### src/gl_pkg.sv
`default_nettype none

package gl_pkg;

    //////////////////////////////
    // Widths and Q16.16 constants
    localparam int WORD_W = 32;
    localparam int FRAC_W = 16;
    localparam int MAT_W  = 16 * WORD_W;   // Column-major, element col*4+row
    localparam int VEC_W  = 4 * WORD_W;
    localparam int OUT_W  = 7 * WORD_W;    // x y z w r g b, x in the low word

    localparam logic [WORD_W-1:0] ONE_Q = 32'h0001_0000;

    localparam int STACK_DEPTH = 4;
    localparam int SP_W        = $clog2(STACK_DEPTH) + 1;
    localparam int FIFO_DEPTH  = 4;
    localparam int FIFO_PTR_W  = $clog2(FIFO_DEPTH);

    //////////////////////////////
    // Opcodes
    localparam logic [7:0] OP_BEGIN      = 8'h01;
    localparam logic [7:0] OP_END        = 8'h02;
    localparam logic [7:0] OP_VERTEX     = 8'h03;
    localparam logic [7:0] OP_COLOR      = 8'h04;
    localparam logic [7:0] OP_MATRIXMODE = 8'h10;
    localparam logic [7:0] OP_MULTMATRIX = 8'h11;
    localparam logic [7:0] OP_LOADID     = 8'h12;
    localparam logic [7:0] OP_LOADMATRIX = 8'h13;
    localparam logic [7:0] OP_PUSHMATRIX = 8'h14;
    localparam logic [7:0] OP_POPMATRIX  = 8'h15;

    localparam logic MODE_MODELVIEW  = 1'b0;
    localparam logic MODE_PROJECTION = 1'b1;

    // Decoder states
    localparam int ST_W = 3;
    localparam logic [ST_W-1:0] ST_CMD   = 3'd0;   // Expecting a command word
    localparam logic [ST_W-1:0] ST_OPND  = 3'd1;   // Expecting operands
    localparam logic [ST_W-1:0] ST_MUL1  = 3'd2;
    localparam logic [ST_W-1:0] ST_MUL2  = 3'd3;   // Projection pass of a vertex
    localparam logic [ST_W-1:0] ST_PUSH  = 3'd4;
    localparam logic [ST_W-1:0] ST_STORE = 3'd5;   // Column write-back to staging

    // One input word, read as a command or as a datum
    typedef union packed {
        struct packed {
            logic [7:0]  opcode;
            logic [23:0] imm;      // Bit 0 carries the matrix mode
        } cmd;
        logic signed [WORD_W-1:0] data;
    } gl_word_u;

endpackage

`default_nettype wire
### src/gl_vertex_fifo.sv
`timescale 1ns/100ps
`default_nettype none

module gl_vertex_fifo
    import gl_pkg::*;
(
    input  logic             clk,
    input  logic             rst_n,
    input  logic             push,
    input  logic [OUT_W-1:0] push_data,
    output logic             full,
    output logic             out_req,
    output logic [OUT_W-1:0] out_data,
    input  logic             out_ack
);
    logic [OUT_W-1:0]      mem [FIFO_DEPTH];
    logic [FIFO_PTR_W-1:0] wr_ptr;
    logic [FIFO_PTR_W-1:0] rd_ptr;
    logic [FIFO_PTR_W:0]   count;
    logic                  ack_wait;    // Entry taken, sink still holds ack
    logic                  pop;

    assign full     = count == (FIFO_PTR_W+1)'(FIFO_DEPTH);
    assign pop      = out_req && out_ack;
    assign out_data = mem[rd_ptr];      // Head entry

    always_ff @(posedge clk)
    begin
        if (push)
            mem[wr_ptr] <= push_data;
    end

    always_ff @(posedge clk)
    begin
        if (!rst_n)
        begin
            wr_ptr   <= '0;
            rd_ptr   <= '0;
            count    <= '0;
            out_req  <= 1'b0;
            ack_wait <= 1'b0;
        end
        else
        begin
            if (push)
                wr_ptr <= wr_ptr + 1'b1;
            if (pop)
                rd_ptr <= rd_ptr + 1'b1;
            case ({push, pop})
                2'b10:   count <= count + 1'b1;
                2'b01:   count <= count - 1'b1;
                default: ;
            endcase

            //////////////////////////////
            // Output handshake
            if (pop)
            begin
                out_req  <= 1'b0;
                ack_wait <= 1'b1;
            end
            else if (ack_wait)
                ack_wait <= out_ack;            // Clears once ack is seen low
            else if (!out_req && count != '0)
                out_req <= 1'b1;
        end
    end

endmodule

`default_nettype wire

### config.mk
export PLATFORM = sky130hd
export DESIGN_NAME = gl_vertex_fifo
export DESIGN_NICKNAME = d
export VERILOG_FILES = /design/src/gl_pkg.sv /design/src/gl_vertex_fifo.sv
export SDC_FILE = /design/constraint.sdc
export NUM_CORES = 1
export LEC_CHECK = 0
export ABC_AREA = 0
export BUFFER_PORTS_ARGS = -buffer_cell sky130_fd_sc_hd__buf_2
export CORE_MARGIN = 3
export CORE_UTILIZATION = 60
export CTS_BUF_LIST = sky130_fd_sc_hd__clkbuf_2
export DETAILED_ROUTE_END_ITERATION = 10
export PLACE_DENSITY = 0.83
export SLEW_MARGIN = 20
export SYNTH_ARGS = -nofsm -noshare
export SYNTH_HDL_FRONTEND = slang
export SYNTH_SLANG_ARGS = --single-unit
### constraint.sdc
create_clock -name clk -period 15.7 [get_ports clk]
set_input_delay 1.57 -clock clk [delete_from_list [all_inputs] [get_ports clk]]
set_output_delay 1.57 -clock clk [all_outputs]
set_load 0.005 [all_outputs]
==> results of run 1 <==
## stage by stage
stage               power [W]  worst slack, ns  hold slack [ns]
CTS                   0.00484             8.90            0.218
detailed placement    0.00340            10.45            0.501
global placement      0.00337            10.25            0.463
global route          0.00500             8.67            0.199
finish                0.00478             9.31            0.427
floorplan             0.00319             8.45            0.455
## critical path, cell delays in order, from the launching register on
cell and delay [ns]:
dfxtp_4 0.74, buf_16 0.30, buf_4 0.76, buf_4 0.84
mux4_2 0.62, buf_2 0.16
## kinds of logic (layout without fill, tap and decap cells)
kind of cell	count (synthesis)	after routing	share of synthesized area [%]
xor gates and xnor gates	5	5	0.133
other	0	33	0
adders and majority gates	6	6	0.251
muxes	225	225	15.4
and+or+nand+nor	19	19	0.343
DFF	907	907	82.6
AOI/OAI and AO/OA	5	5	0.107
buffers and inverters	56	850	1.17
## layer usage
layer / part of all wire, % / vias up
met5: 0.32 / -
met4: 2.5 / 28
met3: 9.9 / 142
met2: 51 / 657
met1: 36 / 8080
li1: - / 6764
## cells in the final DEF, fill, tap and decap left out, types with 2 or more instances in the layout
cell type	instances
and2_1	5
and2_4	4
buf_2	453
buf_4	19
bufinv_16	4
clkbuf_2	299
clkinv_1	52
clkinv_2	7
dfxtp_1	9
dfxtp_4	2
diode_2	33
edfxtp_1	896
ha_1	5
inv_1	6
inv_2	4
inv_6	4
mux4_2	224
nor2b_1	4
nor3_1	2
o21ai_0	2
xnor2_1	3
xor2_1	2
## path summary, 6_finish.rpt
path	cells past startpoint	end	slack [ns]
worst max-delay path	5	out_data[70]	9.31
worst min-delay path	1	mem[3][197]$_DFFE_PP_	0.43
worst max register to register	4	mem[1][173]$_DFFE_PP_	12.33
worst min register to register	1	ack_wait$_SDFF_PN0_	0.52
## power by group through the flow
stage	Clock [W]	Sequential [W]	Combinational [W]
floorplan	0	0.00288	0.000313
global placement	0	0.00287	0.000500
detailed placement	0	0.00287	0.000523
CTS	0.00150	0.00282	0.000525
global route	0.00162	0.00283	0.000557
finish	0.00145	0.00282	0.000515
## flip-flops by register name (all words and copies together) (netlist names), named ones only
name,flops
count,3
mem,896
ack_wait,1
rd_ptr,2
out_req,1
wr_ptr,2
## Yosys cell counts, drive strengths merged
cell type,n,area share (%)
a21boi,1,0.023
ha,5,0.19
or3,1,0.019
mux2i,1,0.030
inv,6,0.069
edfxtp,896,82
xor2,2,0.053
fa,1,0.061
clkbuf,7,0.080
and3,1,0.019
o211a,1,0.030
dfxtp,11,0.67
nor2b,4,0.076
buf,43,1.0
o21ai,2,0.030
and2,9,0.17
nand3,1,0.015
nand2,1,0.011
nor3,2,0.030
xnor2,3,0.080
o21a,1,0.023
mux4,224,15
## final cells by class
| class | instances | area (um2) | share of cell area [%] |
|---|---|---|---|
| Clock inverter | 72 | 408 | 1.08 |
| Clock buffer | 299 | 1500 | 3.96 |
| Tap cell | 696 | 871 | 2.30 |
| Antenna cell | 33 | 82.6 | 0.219 |
| Inverter | 6 | 22.5 | 0.0596 |
| Sequential cell | 907 | 27100 | 71.8 |
| Timing Repair Buffer | 473 | 2440 | 6.45 |
| Multi-Input combinational cell | 260 | 5340 | 14.1 |
==> results.md, run 1 <==
| Quantity | Value |
| --- | --- |
| Fin cells | 2,746 |
| Total negative slack | 0 ns |
| Yosys reg bits | 907 |
| Clock network fraction of design power | 30.3% |
| Synthesis Warnings | 0 |
| Critical path peak fanout | 48 |
| Floorplan core area | 54,000 um2 |
| Beginning of the worst register-to-register path | wr_ptr[0]$_SDFFE_PN0P_ |
| CTS Buffer Depth | 3 |
| Combined global-route utilization of all metal layers | 23.1% |
| Antenna violation net count after detailed routing | 0 |
| Slew of the pin with the lowest slew margin | 1.10 ns |
| DIE WIDTH | 240 um |
| Pin count of the biggest net entering global routing | 78 |
| Kind of critical path | reg -> out |
| Htree depth | 4 |
| Total standard cell area after synthesis | 32,800 um2 |
| Count of final setup violators | 0 |
| Max Fclk | 157 MHz |
| CP Data Required Time | 14.13 ns |
| Placed cell areas | 35,800 um2 |
| Fraction of final layout cells with drive strength greater than 1 | 50.7% |
| Cell at the root of the clock tree | clkbuf_2 |
| Type of origin of the critical path | flip-flop |
| Clock slew at the register clock pins of the worst setup and hold paths | 0.12 ns |
| Clock net sink count | 907 |
| # fillers | 3,221 |
| Synthesized Nets | 1,457 |
| Worst setup EP type | output pin |
| Residual overflow from global routing | 0 |
| Total length of routed wires | 65,400 um |
| Net count reported at finish | 2,088 |
| DR pass1 iterations | 5 |
| GR peak layer | met2 |
| Slew HR | 26.9% |
| M2 GR Usage | 36.7% |
| Final hold viol count | 0 |
| Run status | completed |
| DRC violations left | 0 |
| Min-Delay Path Class | in -> reg |
| Total CTS buffers | 206 |
| Max-slew violations | 0 |
| Post-CTS setup buffer count | 0 |
| Port bufs | 453 |
| Total of cells resized after clock tree synthesis | 0 |
| Final Cycle Share | 40.7% |
| Switching share of power | 24.3% |
| Number of antenna violations at the first check in global routing | 32 |
| Clock skew | 0.0805 ns |
| Post-route minimum period | 6.39 ns |
| Power density normalized to cell area | 126 nW/um2 |
| Half-perimeter wire length of the detailed placement result | 40,700 um |
| Initial standard-cell utilization of the core | 60.8% |
| Post-route standard cell area excluding fillers | 37,800 um2 |
| Number of maximum-capacitance constraint violations | 0 |
| Endpoint arrival time on the critical path | 4.82 ns |
| Placer Congestion | 0.754 |
| Synth-to-layout area growth | 15.1% |
| RSZ-0062 raised after global routing | false |
| Part of the power in registers | 59.0% |
| Maximum vdd ir drop | 0.0000915 V |
| Global-route wire length before repair | 97,600 um |
| TritonCTS clock tree | done |
| Iteration-0 DRC Markers | 1,075 |
| Detailed-route vias per instance | 5.71 |
| Post-Route Utilization | 69.9% |
| Per-instance average area after synthesis | 26.9 um2 |
| Clock insertion delay at the later pin of the skew report | 1.35 ns |
| Reported net switching power | 0.00116 W |
| WL per Instance | 23.8 um |
| Sequential cell area fraction in the yosys report | 82.6% |
| Die Footprint | 57,600 um2 |
| Post-placement cell count | 2,342 |
| Routed vias | 15,700 |
| Distinct cell type count after synthesis | 23 |
| Leakage power figure | 12.9 nW |
| Chip height | 240 um |
| Combinational share of power | 10.8% |
| Count of standard-cell rows | 85 |
| Met3 demand-to-capacity share in global routing | 9.74% |
| Post-synthesis cell count | 1,223 |
| Power Internal | 0.00362 W |
| Grt met1 use | 28.8% |
| Number of top-level pins | 454 |
| Via count of the first global-routing pass | 16,600 |
| Number of hold-repair buffers added at the cts stage | 0 |
| Hold Startpoint | push_data[197] |
Power figures use the tool's default switching activity.
==> inputs of run 2 (changes only) <==
--- a/config.mk
+++ b/config.mk
@@ -8,10 +8,10 @@
 export ABC_AREA = 0
 export BUFFER_PORTS_ARGS = -buffer_cell sky130_fd_sc_hd__buf_2
 export CORE_MARGIN = 3
-export CORE_UTILIZATION = 60
+export CORE_UTILIZATION = 59
 export CTS_BUF_LIST = sky130_fd_sc_hd__clkbuf_2
 export DETAILED_ROUTE_END_ITERATION = 10
-export PLACE_DENSITY = 0.83
+export PLACE_DENSITY = 0.82
 export SLEW_MARGIN = 20
 export SYNTH_ARGS = -nofsm -noshare
 export SYNTH_HDL_FRONTEND = slang
==> constraint.sdc (replaced) <==
create_clock -name clk -period 6.2 [get_ports clk]
set_input_delay 0.62 -clock clk [delete_from_list [all_inputs] [get_ports clk]]
set_output_delay 0.62 -clock clk [all_outputs]
set_load 0.005 [all_outputs]
==> run 2 against run 1 <==
Against the previous run: final cell count is 16% higher; clock skew grew 0.045 ns; sequential share of layout area is 7.5 points lower; sequential power increased to 2.5 times the previous value; critical endpoint is now out_data[84]; clock power increased to 2.6 times the previous value; wire length increased by 25%; core utilization up 7.6 points; die area up 1.6%; global-route usage is 5.4 points higher.
==> results.md, run 2 (synthesized netlist as in run 1, its figures left out) <==
| Quantity | Value |
| --- | --- |
| Detailed-route vias per instance | 5.70 |
| DR pass1 iterations | 7 |
| Net count reported at finish | 2,535 |
| Pin count of the biggest net entering global routing | 125 |
| Cell at the root of the clock tree | clkbuf_2 |
| Count of standard-cell rows | 85 |
| Maximum vdd ir drop | 0.000254 V |
| Clock skew | 0.125 ns |
| Run status | completed |
| Routed vias | 18,200 |
| WL per Instance | 25.6 um |
| Post-CTS setup buffer count | 0 |
| Combinational share of power | 13.1% |
| Type of origin of the critical path | flip-flop |
| Synth-to-layout area growth | 28.6% |
| Total negative slack | 0 ns |
| Count of final setup violators | 0 |
| Slew of the pin with the lowest slew margin | 1.07 ns |
| Dominant delay contributor by cell family on the critical path | flip-flops |
| Most frequent cells in the layout | edfxtp_1, dlygate4sd3_1, buf_2 |
| Clock insertion delay at the later pin of the skew report | 1.38 ns |
| Reported net switching power | 0.00325 W |
| TritonCTS clock tree | done |
| Kind of critical path | reg -> out |
| Total length of routed wires | 81,800 um |
| Chip height | 242 um |
| Via count of the first global-routing pass | 19,800 |
| Leading cell type in the layout, fill and taps excluded | edfxtp_1 |
| Post-Route Utilization | 77.5% |
| Fraction of final layout cells with drive strength greater than 1 | 41.4% |
| Half-perimeter wire length of the detailed placement result | 38,500 um |
| Total CTS buffers | 204 |
| CTS Buffer Depth | 3 |
| Biggest registers after layout | mem x896, count x3 |
| Port bufs | 453 |
| Htree depth | 4 |
| Combined global-route utilization of all metal layers | 28.6% |
| Number of maximum-capacitance constraint violations | 0 |
| Slowest Stage Delay on Critical Path | 0.79 ns |
| Power Internal | 0.00922 W |
| Critical path peak fanout | 124 |
| Max reg flops | 896 |
| Floorplan core area | 54,500 um2 |
| Total of cells resized after clock tree synthesis | 0 |
| Number of top-level pins | 454 |
| Initial standard-cell utilization of the core | 60.3% |
| Clock network fraction of design power | 29.7% |
| Leakage power figure | 14.8 nW |
| Post-route minimum period | 4.13 ns |
| Buffer and inverter count on the worst path | 2 |
| Max Fclk | 242 MHz |
| Min-Delay Path Class | in -> reg |
| Clock net sink count | 907 |
| Placer Congestion | 0.780 |
| Register containing the most flip-flops in the final layout | mem |
| Clock slew at the register clock pins of the worst setup and hold paths | 0.10 ns |
| Critical-path cell list | buf_12, mux4_2, buf_2 |
| DIE WIDTH | 242 um |
| Antenna violation net count after detailed routing | 0 |
| Max-slew violations | 0 |
| Power density normalized to cell area | 295 nW/um2 |
| Residual overflow from global routing | 0 |
| RSZ-0062 raised after global routing | false |
| Part of the power in registers | 57.2% |
| Number of antenna violations at the first check in global routing | 13 |
| Die Footprint | 58,500 um2 |
| Switching share of power | 26.0% |
| Final hold viol count | 0 |
| Global-route wire length before repair | 124,000 um |
| DRC violations left | 0 |
| CP Data Required Time | 5.58 ns |
| Endpoint arrival time on the critical path | 3.51 ns |
| Slew HR | 29.0% |
| Cell type of the slowest stage on the worst timing path | dfxtp_4 |
| Worst setup EP type | output pin |
| Final Cycle Share | 66.6% |
| Iteration-0 DRC Markers | 1,830 |
==> run 2: changes by cell type in the layout (fill, tap and decap cells not counted), sizes merged <==
cell	delta
bufinv	-3
diode	-22
clkinv	-19
dlygate4sd3	+457
clkbuf	+5
buf	-8
inv	-1
==> run 2: layout make-up <==
cell class / count / area, um2
flip-flops and latches: 907 / 27100
fillers: 2685 / 12200
repair buffers: 922 / 7020
multi-input cells: 260 / 5340
clock buffers: 304 / 1520
well taps: 739 / 925
clock inverters: 49 / 235
diodes: 11 / 27.5
inverters: 6 / 22.5
==> run 2: timing repair <==
| action | in CTS | in global routing |
|---|---|---|
| hold endpoints to repair | 1098 | 0 |
| hold buffers | 457 | 0 |
| setup endpoints to repair | 0 | 0 |
==> run 2: worst min-delay path: stages <==
cell,delay (ns)
dlygate4sd3_1,0.56
buf_2,0.21
xor2_1,0.08
and2_1,0.14
==> run 2: path summary, 6_finish.rpt <==
kind	endpoint	depth (start not counted)	slack (ns)	from
max	out_data[84]	3	2.07	flip-flop
min	wr_ptr[0]$_SDFFE_PN0P_	4	0.39	push
max reg2reg	mem[0][207]$_DFFE_PP_	4	3.50	wr_ptr[1]$_SDFFE_PN0P_
min reg2reg	flip-flop	2	0.60	rd_ptr[0]$_SDFFE_PN0P_
==> run 2: through the flow <==
stage	std cells	total power [W]	hold slack, ns	instance area (um2)	setup slack [ns]
6_report	3198	0.0125	0.395	42200	2.07
5_1_grt	3196	0.0130	0.241	42200	1.82
4_1_cts	3187	0.0123	0.0328	42200	1.84
3_5_place_dp	2377	0.00860	0.477	35900	3.34
3_3_place_gp	2377	0.00856	0.465	35900	3.34
2_1_floorplan	1223	0.00804	0.455	32800	2.40
==> run 2: layer usage <==
layer	up-vias	wire length, um	track usage [%]
met3	182	8070	8.92
met4	4	2770	11.7
met1	9266	28100	35.2
met5	-	27	0
met2	1164	42800	47.8
li1	7608	-	-
==> run 2: power groups by stage <==
stage	clock network (W)	registers (W)	logic (W)
after floorplan	0	0.00725	0.000794
after global placement	0	0.00723	0.00132
after detailed placement	0	0.00726	0.00134
after CTS	0.00358	0.00712	0.00158
after global routing	0.00407	0.00716	0.00173
final	0.00371	0.00714	0.00163
