### config.mk
export PLATFORM = sky130hd
export DESIGN_NAME = gl_decode_flat
export DESIGN_NICKNAME = d
export VERILOG_FILES = /design/src/gl_pkg.sv /design/src/gl_mat_if.sv /design/src/gl_decode.sv /design/src/flat_wrapper.sv
export SDC_FILE = /design/constraint.sdc
export NUM_CORES = 1
export LEC_CHECK = 0
export BUFFER_PORTS_ARGS = -buffer_cell sky130_fd_sc_hd__buf_2
export CELL_PAD_IN_SITES_DETAIL_PLACEMENT = 1
export CELL_PAD_IN_SITES_GLOBAL_PLACEMENT = 1
export CORE_AREA = 2 2 419 421
export DETAILED_ROUTE_END_ITERATION = 12
export DIE_AREA = 0 0 421 423
export PLACE_DENSITY_LB_ADDON = 0.1
export SLEW_MARGIN = 20
export SYNTH_ARGS = -nofsm -noshare
export SYNTH_HDL_FRONTEND = slang
export SYNTH_SLANG_ARGS = --single-unit
### constraint.sdc
create_clock -name clk -period 3.1 [get_ports clk]
set_clock_uncertainty 0.2 [all_clocks]
set_input_delay 0.465 -clock clk [delete_from_list [all_inputs] [get_ports clk]]
set_output_delay 0.465 -clock clk [all_outputs]
set_load 0.005 [all_outputs]
### src/gl_pkg.sv
`default_nettype none

package gl_pkg;

    //////////////////////////////
    // Widths and Q16.16 constants
    localparam int WORD_W = 32;
    localparam int FRAC_W = 16;
    localparam int MAT_W  = 16 * WORD_W;   // Column-major, element col*4+row
    localparam int VEC_W  = 4 * WORD_W;
    localparam int OUT_W  = 7 * WORD_W;    // x y z w r g b, x in the low word

    localparam logic [WORD_W-1:0] ONE_Q = 32'h0001_0000;

    localparam int STACK_DEPTH = 4;
    localparam int SP_W        = $clog2(STACK_DEPTH) + 1;
    localparam int FIFO_DEPTH  = 4;
    localparam int FIFO_PTR_W  = $clog2(FIFO_DEPTH);

    //////////////////////////////
    // Opcodes
    localparam logic [7:0] OP_BEGIN      = 8'h01;
    localparam logic [7:0] OP_END        = 8'h02;
    localparam logic [7:0] OP_VERTEX     = 8'h03;
    localparam logic [7:0] OP_COLOR      = 8'h04;
    localparam logic [7:0] OP_MATRIXMODE = 8'h10;
    localparam logic [7:0] OP_MULTMATRIX = 8'h11;
    localparam logic [7:0] OP_LOADID     = 8'h12;
    localparam logic [7:0] OP_LOADMATRIX = 8'h13;
    localparam logic [7:0] OP_PUSHMATRIX = 8'h14;
    localparam logic [7:0] OP_POPMATRIX  = 8'h15;

    localparam logic MODE_MODELVIEW  = 1'b0;
    localparam logic MODE_PROJECTION = 1'b1;

    // Decoder states
    localparam int ST_W = 3;
    localparam logic [ST_W-1:0] ST_CMD   = 3'd0;   // Expecting a command word
    localparam logic [ST_W-1:0] ST_OPND  = 3'd1;   // Expecting operands
    localparam logic [ST_W-1:0] ST_MUL1  = 3'd2;
    localparam logic [ST_W-1:0] ST_MUL2  = 3'd3;   // Projection pass of a vertex
    localparam logic [ST_W-1:0] ST_PUSH  = 3'd4;
    localparam logic [ST_W-1:0] ST_STORE = 3'd5;   // Column write-back to staging

    // One input word, read as a command or as a datum
    typedef union packed {
        struct packed {
            logic [7:0]  opcode;
            logic [23:0] imm;      // Bit 0 carries the matrix mode
        } cmd;
        logic signed [WORD_W-1:0] data;
    } gl_word_u;

endpackage

`default_nettype wire
### src/gl_mat_if.sv
`timescale 1ns/100ps
`default_nettype none

interface gl_mat_if
    import gl_pkg::*;
();
    logic              mode;        // Matrix set addressed
    logic              load_en;
    logic [3:0]        load_idx;    // col*4+row
    logic [WORD_W-1:0] load_data;
    logic              commit;      // Staging into current
    logic              identity;
    logic              push;
    logic              pop;
    logic [MAT_W-1:0]  mat;         // Current matrix of mode

    modport ctrl (
        output mode, load_en, load_idx, load_data, commit, identity, push, pop,
        input  mat
    );

    modport store (
        input  mode, load_en, load_idx, load_data, commit, identity, push, pop,
        output mat
    );

endinterface

`default_nettype wire

### src/gl_decode.sv
`timescale 1ns/100ps
`default_nettype none

module gl_decode
    import gl_pkg::*;
(
    input  logic             clk,
    input  logic             rst_n,
    input  logic             cmd_req,
    input  gl_word_u         cmd_word,
    output logic             cmd_ack,
    gl_mat_if.ctrl           mat,
    output logic             mul_start,
    output logic [VEC_W-1:0] mul_vec,
    input  logic             mul_done,
    input  logic [VEC_W-1:0] mul_result,
    output logic             fifo_push,
    output logic [OUT_W-1:0] fifo_data,
    input  logic             fifo_full
);
    logic [ST_W-1:0]   state;
    logic [7:0]        opcode_q;
    logic [3:0]        cnt;         // Operand index
    logic [1:0]        sub;         // Row being written back
    logic [1:0]        col;
    logic              mode_q;      // Mode set by MATRIXMODE
    logic [WORD_W-1:0] red;
    logic [WORD_W-1:0] green;
    logic [WORD_W-1:0] blue;
    logic [VEC_W-1:0]  vbuf;        // Vertex or operand column
    logic              take;

    // Words are only taken while no sequence runs
    assign take = cmd_req && !cmd_ack && (state == ST_CMD || state == ST_OPND);

    assign mul_vec   = (state == ST_MUL2) ? mul_result : vbuf;
    assign fifo_push = (state == ST_PUSH) && !fifo_full;
    assign fifo_data = {blue, green, red, mul_result};

    //////////////////////////////
    // Input handshake
    always_ff @(posedge clk)
    begin
        if (!rst_n)
            cmd_ack <= 1'b0;
        else if (take)
            cmd_ack <= 1'b1;
        else if (!cmd_req)
            cmd_ack <= 1'b0;
    end

    //////////////////////////////
    // Sequencer
    always_ff @(posedge clk)
    begin
        if (!rst_n)
        begin
            state        <= ST_CMD;
            opcode_q     <= '0;
            cnt          <= '0;
            sub          <= '0;
            mode_q       <= MODE_MODELVIEW;
            mat.mode     <= MODE_MODELVIEW;
            mat.load_en  <= 1'b0;
            mat.commit   <= 1'b0;
            mat.identity <= 1'b0;
            mat.push     <= 1'b0;
            mat.pop      <= 1'b0;
            mul_start    <= 1'b0;
            red          <= '0;
            green        <= '0;
            blue         <= '0;
        end
        else
        begin
            mat.load_en  <= 1'b0;
            mat.identity <= 1'b0;
            mat.push     <= 1'b0;
            mat.pop      <= 1'b0;
            mul_start    <= 1'b0;
            mat.commit   <= mat.load_en && mat.load_idx == 4'd15;   // Last element just written

            case (state)
                ST_CMD:
                    if (take)
                    begin
                        opcode_q <= cmd_word.cmd.opcode;
                        cnt      <= '0;
                        case (cmd_word.cmd.opcode)
                            OP_VERTEX, OP_COLOR, OP_LOADMATRIX, OP_MULTMATRIX:
                                state <= ST_OPND;
                            OP_MATRIXMODE:
                            begin
                                mode_q   <= cmd_word.cmd.imm[0];
                                mat.mode <= cmd_word.cmd.imm[0];
                            end
                            OP_LOADID:     mat.identity <= 1'b1;
                            OP_PUSHMATRIX: mat.push     <= 1'b1;
                            OP_POPMATRIX:  mat.pop      <= 1'b1;
                            OP_BEGIN, OP_END: ;     // No effect
                            default: ;
                        endcase
                    end

                ST_OPND:
                    if (take)
                    begin
                        cnt <= cnt + 1'b1;
                        case (opcode_q)
                            OP_COLOR:
                            begin
                                case (cnt[1:0])
                                    2'd0:    red   <= cmd_word.data;
                                    2'd1:    green <= cmd_word.data;
                                    default: blue  <= cmd_word.data;
                                endcase
                                if (cnt == 4'd2)
                                    state <= ST_CMD;
                            end
                            OP_LOADMATRIX:
                            begin
                                mat.load_en <= 1'b1;
                                if (cnt == 4'd15)
                                    state <= ST_CMD;
                            end
                            OP_VERTEX:
                                if (cnt == 4'd2)
                                begin
                                    mat.mode  <= MODE_MODELVIEW;
                                    mul_start <= 1'b1;
                                    state     <= ST_MUL1;
                                end
                            default:                // MULTMATRIX, one column per pass
                                if (cnt[1:0] == 2'd3)
                                begin
                                    mul_start <= 1'b1;
                                    state     <= ST_MUL1;
                                end
                        endcase
                    end

                ST_MUL1:
                    if (mul_done)
                    begin
                        if (opcode_q == OP_VERTEX)
                        begin
                            mat.mode  <= MODE_PROJECTION;
                            mul_start <= 1'b1;
                            state     <= ST_MUL2;
                        end
                        else
                        begin
                            sub   <= '0;
                            state <= ST_STORE;
                        end
                    end

                ST_MUL2:
                    if (mul_done)
                    begin
                        mat.mode <= mode_q;
                        state    <= ST_PUSH;
                    end

                ST_PUSH:
                    if (!fifo_full)
                        state <= ST_CMD;

                ST_STORE:
                begin
                    mat.load_en <= 1'b1;
                    sub         <= sub + 1'b1;
                    if (sub == 2'd3)
                        state <= (col == 2'd3) ? ST_CMD : ST_OPND;
                end

                default: state <= ST_CMD;
            endcase
        end
    end

    // Operand and staging data path
    always_ff @(posedge clk)
    begin
        if (take && state == ST_OPND)
        begin
            vbuf[cnt[1:0]*WORD_W +: WORD_W] <= cmd_word.data;
            if (opcode_q == OP_VERTEX)
                vbuf[3*WORD_W +: WORD_W] <= ONE_Q;      // Implicit w
            mat.load_idx  <= cnt;
            mat.load_data <= cmd_word.data;
            col           <= cnt[3:2];
        end
        if (state == ST_STORE)
        begin
            mat.load_idx  <= {col, sub};
            mat.load_data <= mul_result[sub*WORD_W +: WORD_W];
        end
    end

endmodule

`default_nettype wire

### src/flat_wrapper.sv
// flat-port wrapper written by rule: the top's interface ports become plain ports
module gl_decode_flat import gl_pkg::*;
  (clk, rst_n, cmd_req, cmd_word, cmd_ack, mul_start, mul_vec, mul_done, mul_result, fifo_push, fifo_data, fifo_full, mat_mode, mat_load_en, mat_load_idx, mat_load_data, mat_commit, mat_identity, mat_push, mat_pop, mat_mat);
  gl_mat_if mat_i ();
  input  logic clk;
  input  logic rst_n;
  input  logic cmd_req;
  input  gl_word_u cmd_word;
  output logic cmd_ack;
  output logic mul_start;
  output logic [VEC_W-1:0] mul_vec;
  input  logic mul_done;
  input  logic [VEC_W-1:0] mul_result;
  output logic fifo_push;
  output logic [OUT_W-1:0] fifo_data;
  input  logic fifo_full;
  output wire logic [$bits(mat_i.mode)-1:0] mat_mode;
  output wire logic [$bits(mat_i.load_en)-1:0] mat_load_en;
  output wire logic [$bits(mat_i.load_idx)-1:0] mat_load_idx;
  output wire logic [$bits(mat_i.load_data)-1:0] mat_load_data;
  output wire logic [$bits(mat_i.commit)-1:0] mat_commit;
  output wire logic [$bits(mat_i.identity)-1:0] mat_identity;
  output wire logic [$bits(mat_i.push)-1:0] mat_push;
  output wire logic [$bits(mat_i.pop)-1:0] mat_pop;
  input wire logic [$bits(mat_i.mat)-1:0] mat_mat;
  assign mat_mode = mat_i.mode;
  assign mat_load_en = mat_i.load_en;
  assign mat_load_idx = mat_i.load_idx;
  assign mat_load_data = mat_i.load_data;
  assign mat_commit = mat_i.commit;
  assign mat_identity = mat_i.identity;
  assign mat_push = mat_i.push;
  assign mat_pop = mat_i.pop;
  assign mat_i.mat = mat_mat;
  gl_decode u_core (.clk(clk), .rst_n(rst_n), .cmd_req(cmd_req), .cmd_word(cmd_word), .cmd_ack(cmd_ack), .mat(mat_i), .mul_start(mul_start), .mul_vec(mul_vec), .mul_done(mul_done), .mul_result(mul_result), .fifo_push(fifo_push), .fifo_data(fifo_data), .fifo_full(fifo_full));
endmodule
==> results of run 1 <==
-- power groups by stage --
stage	sequential [mW]	combinational, mW	clock, mW
6_report	4.04	0.813	5.57
5_1_grt	4.04	0.871	6.00
4_1_cts	4.04	0.862	5.88
3_5_place_dp	4.12	0.851	0
3_3_place_gp	4.12	0.847	0
2_1_floorplan	4.12	0.298	0
-- metal layers --
layer  global-route usage [%]  vias up
met4                     3.29        4
met3                     3.02       91
met2                     21.6      460
li1                         -     5489
met5                        0        -
met1                     14.0     6359
-- cells by family (layout without fill, tap and decap cells) --
logic type | after synthesis | after routing | share of synthesized area, %
adder cells (fa/ha/maj) | 7 | 7 | 0.585
AO/OA/AOI/OAI | 155 | 155 | 7.49
buffers and inverters | 231 | 731 | 9.74
flip-flops | 288 | 288 | 49.6
other | 0 | 14 | 0
multiplexers | 208 | 208 | 18.0
AND/OR/NAND/NOR | 450 | 450 | 14.6
-- placed cells by master, fill, tap and decap left out, types with 7 or more instances in the layout --
master         instances
dlygate4sd3_1          9
a21oi_2               80
nor3_1                 7
buf_12                14
nor2b_1               33
nor2_1                61
nand2_1              204
mux2_2               165
diode_2               14
a21oi_1               57
mux2i_1               11
clkinv_1               7
clkbuf_1              11
dfxtp_1              118
clkbuf_16             48
and2_1                96
buf_4                 53
mux4_2                32
edfxtp_1             166
buf_2                558
-- timing repair --
action | 4_1_cts | 5_1_grt
hold buffers | 9 | 0
cloned | 1 | 0
buffers inserted | 2 | 0
setup endpoints to repair | 128 | 60
resized for setup | 5 | 1
endpoints found under the hold margin | 20 | 0
-- critical path, delay by kind of cell (launching register included) --
family / cells / cell delay (ns)
buffers and inverters: 4 / 0.70
flip-flops: 1 / 0.40
multiplexers: 1 / 0.36
AND/OR/NAND/NOR: 1 / 0.13
-- registers in the layout, summed over array words and instances (netlist names), 3 cells and up --
name                  flops
u_core.blue              32
u_core.state              3
u_core.mat.load_idx       4
u_core.opcode_q           8
u_core.cnt                4
u_core.vbuf             128
u_core.green             32
u_core.red               32
u_core.mat.load_data     32
-- cell type report --
class	count	area [um^2]	share of cell area, %
clock buffers	65	1330	6.09
multi-input cells	820	6160	28.3
inverters	8	35.0	0.161
clock inverters	22	241	1.11
diodes	14	35.0	0.161
repair buffers	636	3620	16.6
well taps	2325	2910	13.4
flip-flops and latches	288	7440	34.2
-- worst max path at each step --
| stage | from | endpoint |
|---|---|---|
| 2_1_floorplan | u_core.state[0]$_SDFFE_PN0P_ | u_core.mat.load_data[0]$_DFFE_PP_ |
| 6_report | u_core.state[1]$_SDFFE_PN0P_ | mul_vec[61] |
| 3_3_place_gp | cmd_req | u_core.red[23]$_SDFFE_PN0P_ |
| 3_5_place_dp | cmd_req | u_core.red[1]$_SDFFE_PN0P_ |
| 4_1_cts | u_core.state[1]$_SDFFE_PN0P_ | mul_vec[58] |
| 5_1_grt | u_core.state[1]$_SDFFE_PN0P_ | mul_vec[58] |
-- metrics by stage --
step                      area [um^2]  total power [mW]  cells
after floorplan                 15000              4.41   1339
after global placement          20000              4.97   4065
after detailed placement        20000              4.97   4065
after CTS                       21700              10.8   4164
after global routing            21700              10.9   4167
final                           21800              10.4   4178
==> results by group, run 1 <==
Place
  – DP HPWL: roughly 87000 um
  – Gpl congestion: between 0.7 and 0.8
  – Post-Place Setup Slack: approximately 0.2 ns
  – Buffers on Ports: approximately 560

Critical path
  – Crit start category: flip-flop
  – R2R setup slack: between 0.3 and 0.4 ns
  – Crit end category: output port
  – Crit path kind: flip-flop to output port
  – Reg2Reg Depth: 5
  – Data arrival, critical path: ~2.3 ns
  – Critical R2R Launch: u_core.cnt[0]$_SDFFE_PN0P_
  – Worst path slowest cell: dfxtp_4
  – CP max FO: 21
  – Required @ worst endpoint: about 2.4 ns
  – Crit-path cells: buf_4 > nand2_4 > buf_16 > buf_12 > mux2_2 > buf_2
  – Crit Reg-Reg Endpoint: u_core.vbuf[93]$_DFFE_PP_
  – CP peak stage delay: around 0.4 ns

Drt
  – DR top layer: met5
  – Metal-1 WL: roughly 44000 um
  – Routed len/inst: 26.3 um
  – Final ANT Viol Nets: 0
  – Vias/cell: 2.97
  – Detail Route met2 WL: around 56000 um
  – DRC: 0
  – Routed wl met3: 7050 um
  – DRT iter0 DRCs: around 600
  – Final wirelength: around 110000 um
  – Pre-Repair DR Iteration Count: 5
  – Via count: 12400

STA
  – # setup viols final: 0
  – Period utilization: a little over nine tenths
  – Max-slew violation count: 0
  – TNS Setup: 0 ns
  – RSZ-0062 raised after global routing: false
  – Worst setup margin: ~0.15 ns
  – Relative slew margins: ~60%
  – Minimum clock period after layout: 2.95 ns
  – Slew at the pin closest to its max-slew limit: between 0.5 and 0.6 ns
  – Hold slack: between 0.05 and 0.06 ns
  – Peak Freq: approximately 0.34 GHz
  – Final hold vios: 0

Layout
  – Layout Nets: ~2500
  – Post-layout util: about an eighth
  – Share of cells above drive strength 1: a little over half
  – Area growth, synth to finish: 45.3%
  – Fillers: 20200

Logic synthesis
  – Yosys top cell by area: edfxtp_1
  – Synth top area share: around a third
  – Count of cell types in the netlist: 48
  – Syn Area/Cell: approximately 11 um^2
  – Netlist Area Pre-Place: around 15000 um^2
  – Synth Register Bits: between 200 and 300
  – Synth area leaders: edfxtp_1 33%, dfxtp_1 16%, mux2_2 12%
  – Ys Warns: 0
  – Number of synthesized flops with an enable pin: ~170
  – Post-synth net total: approximately 2000
  – Most frequent cell after synthesis: nand2_1
  – Most frequent cells after synthesis: 210 x nand2_1, 166 x edfxtp_1, 165 x mux2_2
  – Cells after Synth: 1339
  – Register area share after synthesis: roughly half
  – Post-synth ARST share: 0%
  – Main synth FF type: edfxtp_1

Clocking
  – Clk buf depth: 3
  – Clock root cell: clkbuf_16
  – CTS HTree Levels: 2
  – Clk sink count: ~290
  – Inserted Clock Buffers: between 40 and 50
  – Clock transition at path regs: 0.05 ns
  – Clk Latency, worst-skew pair: 0.64 ns
  – TritonCTS clock tree: built

Power
  – Clock Power Share: between 50% and 60%
  – Part of the power in registers: between 30% and 40%
  – P_leak: a little over 8 nW
  – Switch share: approximately 28%
  – Combinational power share: ~7.8%
  – Worst IR drop on VDD: 0.425 mV
  – Psw: about 2.9 mW
  – PwrDens: 479 nW/um^2
  – Pint: between 7 and 8 mW

Die
  – Die Ht: 423 um
  – Ports: 1074
  – Die width: between 400 and 500 um
  – Core ar.: 173000 um^2
  – Initial Util: 8.65%
  – Die area: around 180000 um^2
  – Std cell rows: approximately 150

Hold path
  – Hold crit path type: primary input to flip-flop
  – Cells on Worst Hold Path: 3
  – Hold Path Sink: u_core.red[0]$_SDFFE_PN0P_
  – Hold wc startpoint: cmd_word[0]

Global route
  – Initial antenna violation count: 42
  – Total track usage: 12.0%
  – Vias in the first global route: 13600
  – Gr ovfl total: 0
  – Largest net degree at the start of global routing: 52
  – First-pass GRT wire length: around 140000 um

Run status
  – Outcome: finished, final reports clean

Job
  – Max Cap Viol: 0
Power figures use the tool's default switching activity.
==> run 2: changes to the inputs <==
Settings changed: SETUP_SLACK_MARGIN set to 0.5.
==> run 2 against run 1 <==
- critical path type unchanged
- clock power barely moved
- sequential share of layout area fell by 1.2 points
- largest cell class unchanged
- worst setup slack improved by 0.13 ns
==> results by group, run 2 (synthesis gave the netlist of run 1 again) <==
Die
  – Die Ht: 423 um (unchanged)
  – Core ar.: 173000 um^2 (unchanged)
  – Initial Util: 8.65% (unchanged)
  – Ports: 1074 (unchanged)
  – Std cell rows: 153 (unchanged)
  – Die area: 178000 um^2 (unchanged)
  – Die width: 421 um (unchanged)

Place
  – Gpl congestion: 0.756 (unchanged)
  – Placed Area: 20000 um^2 (unchanged)
  – Placed cell count: 4065 (unchanged)
  – Buffers on Ports: 561 (unchanged)
  – DP HPWL: 86900 um (unchanged)
  – Post-Place Setup Slack: 0.197 ns (unchanged)

Critical path
  – Crit start category: flip-flop
  – CP max FO: 8 (-62%)
  – Crit end category: output port
  – Crit path kind: flip-flop to output port
  – Required @ worst endpoint: 2.43 ns (about the same)
  – Data arrival, critical path: 2.15 ns (-0.13 ns)
  – Reg2Reg Depth: 9 (+4)

Drt
  – Via count: 12500 (+0.92%)
  – Routed len/inst: 26.5 um (+0.69%)
  – Vias/cell: 2.99 (+0.65%)
  – DRC: 0 (unchanged)
  – DRT iter0 DRCs: 595 (-0.50%)
  – Final wirelength: 111000 um (+0.96%)
  – Pre-Repair DR Iteration Count: 5 (unchanged)
  – Final ANT Viol Nets: 0 (unchanged)

Layout
  – Area growth, synth to finish: 50.7%
  – Post-layout util: 13.0% (+0.47 points)
  – Cell area after layout: 22600 um^2 (+3.7%)
  – Share of cells above drive strength 1: 55.3% (+0.72 points)
  – Most common cell after layout, fill and taps aside: buf_2
  – Max reg flops: 128 (unchanged)
  – Non-Filler Instances: 4189 (+0.26%)
  – Layout Nets: 2502 (+0.64%)
  – Fillers: 20100 (-0.22%)
  – Commonest cells after routing, fill and taps aside: 505 x buf_2, 204 x nand2_1, 166 x edfxtp_1
  – Top reg by flops: u_core.vbuf

STA
  – Worst setup margin: 0.286 ns (+0.134 ns)
  – # setup viols final: 0 (unchanged)
  – Hold slack: 0.0538 ns (-0.00182 ns)
  – Minimum clock period after layout: 2.81 ns (-0.134 ns)
  – RSZ-0062 raised after global routing: true
  – Max-slew violation count: 0 (unchanged)
  – Peak Freq: 0.355 GHz (+4.8%)
  – Slew at the pin closest to its max-slew limit: 0.599 ns (+0.000798 ns)
  – TNS Setup: 0 ns (unchanged)
  – Period utilization: 90.8% (-4.3 points)
  – Final hold vios: 0 (unchanged)
  – Relative slew margins: 60.1% (+0.25 points)

Power
  – Overall Power: 10.4 mW (+0.13%)
  – Worst IR drop on VDD: 0.426 mV (+0.35%)
  – Part of the power in registers: 38.7% (about the same)
  – PwrDens: 462 nW/um^2 (-3.5%)
  – Switch share: 27.9% (+0.068 points)
  – Combinational power share: 7.9% (about the same)
  – Pint: 7.52 mW (about the same)
  – Clock Power Share: 53.4% (about the same)
  – Psw: 2.92 mW (+0.38%)
  – P_leak: 8.51 nW (+5.7%)

Clocking
  – Clk Latency, worst-skew pair: 0.65 ns (about the same)
  – Clock root cell: clkbuf_16
  – Clk sink count: 288 (unchanged)
  – CTS HTree Levels: 2 (unchanged)
  – Inserted Clock Buffers: 48 (unchanged)
  – Clk buf depth: 3 (unchanged)
  – Clock transition at path regs: 0.05 ns (about the same)
  – TritonCTS clock tree: built

Global route
  – Total track usage: 12.1% (+0.051 points)
  – Vias in the first global route: 13700 (+0.66%)
  – Initial antenna violation count: 39 (-7.1%)
  – First-pass GRT wire length: 142000 um (+0.41%)
  – Gr ovfl total: 0 (unchanged)
  – Largest net degree at the start of global routing: 52 (unchanged)

Hold path
  – Cells on Worst Hold Path: 3 (unchanged)
  – Hold crit path type: primary input to flip-flop

Run status
  – Outcome: finished, final reports clean

Job
  – Max Cap Viol: 0 (unchanged)
## run 2: worst max-delay path: stages (launching register included)
cell       delay [ns]
dfxtp_4          0.36
nor2_4           0.19
nand2_8          0.13
buf_16           0.19
clkbuf_16        0.19
mux2_4           0.30
buf_6            0.12
## run 2: power by group through the flow
stage	sequential, mW	clock [mW]	combinational (mW)
after CTS	4.04	5.88	0.865
after global routing	4.04	6.00	0.877
after detailed placement	4.12	0	0.851
final	4.04	5.58	0.822
after global placement	4.12	0	0.847
after floorplan	4.12	0	0.298
## run 2: path summary, 6_finish.rpt
| kind | endpoint | from | slack [ns] |
|---|---|---|---|
| min reg2reg | u_core.green[27]$_SDFFE_PN0P_ | u_core.green[27]$_SDFFE_PN0P_ | 0.25 |
| max reg2reg | u_core.state[0]$_SDFFE_PN0P_ | u_core.state[1]$_SDFFE_PN0P_ | 0.64 |
| max | mul_vec[47] | u_core.state[2]$_SDFFE_PN0P_ | 0.29 |
| min | u_core.red[0]$_SDFFE_PN0P_ | cmd_word[0] | 0.05 |
## run 2: cell type report
cell class	instances	area (um^2)	share of cell area, %
multi-input combinational	820	6350	28.1
clock buffer	65	1330	5.87
tap	2325	2910	12.9
timing repair buffer	652	4250	18.8
clock inverter	22	241	1.07
inverter	8	37.5	0.166
sequential	288	7440	33.0
antenna	9	22.5	0.0997
## run 2: repair_timing
item	in CTS	in global routing
cloned	3	2
hold buffers	9	0
gates resized for setup	86	79
setup buffers	9	5
pin swaps	4	2
endpoints found under the hold margin	20	0
endpoints found under the setup margin	319	173
## run 2: per-layer routing
metal	vias up	GRT usage, %	share of wire, %
met5	-	0	0.024
met4	4	3.24	2.5
met3	89	3.01	6.0
met2	464	21.7	51
met1	6452	14.1	40
li1	5508	-	-
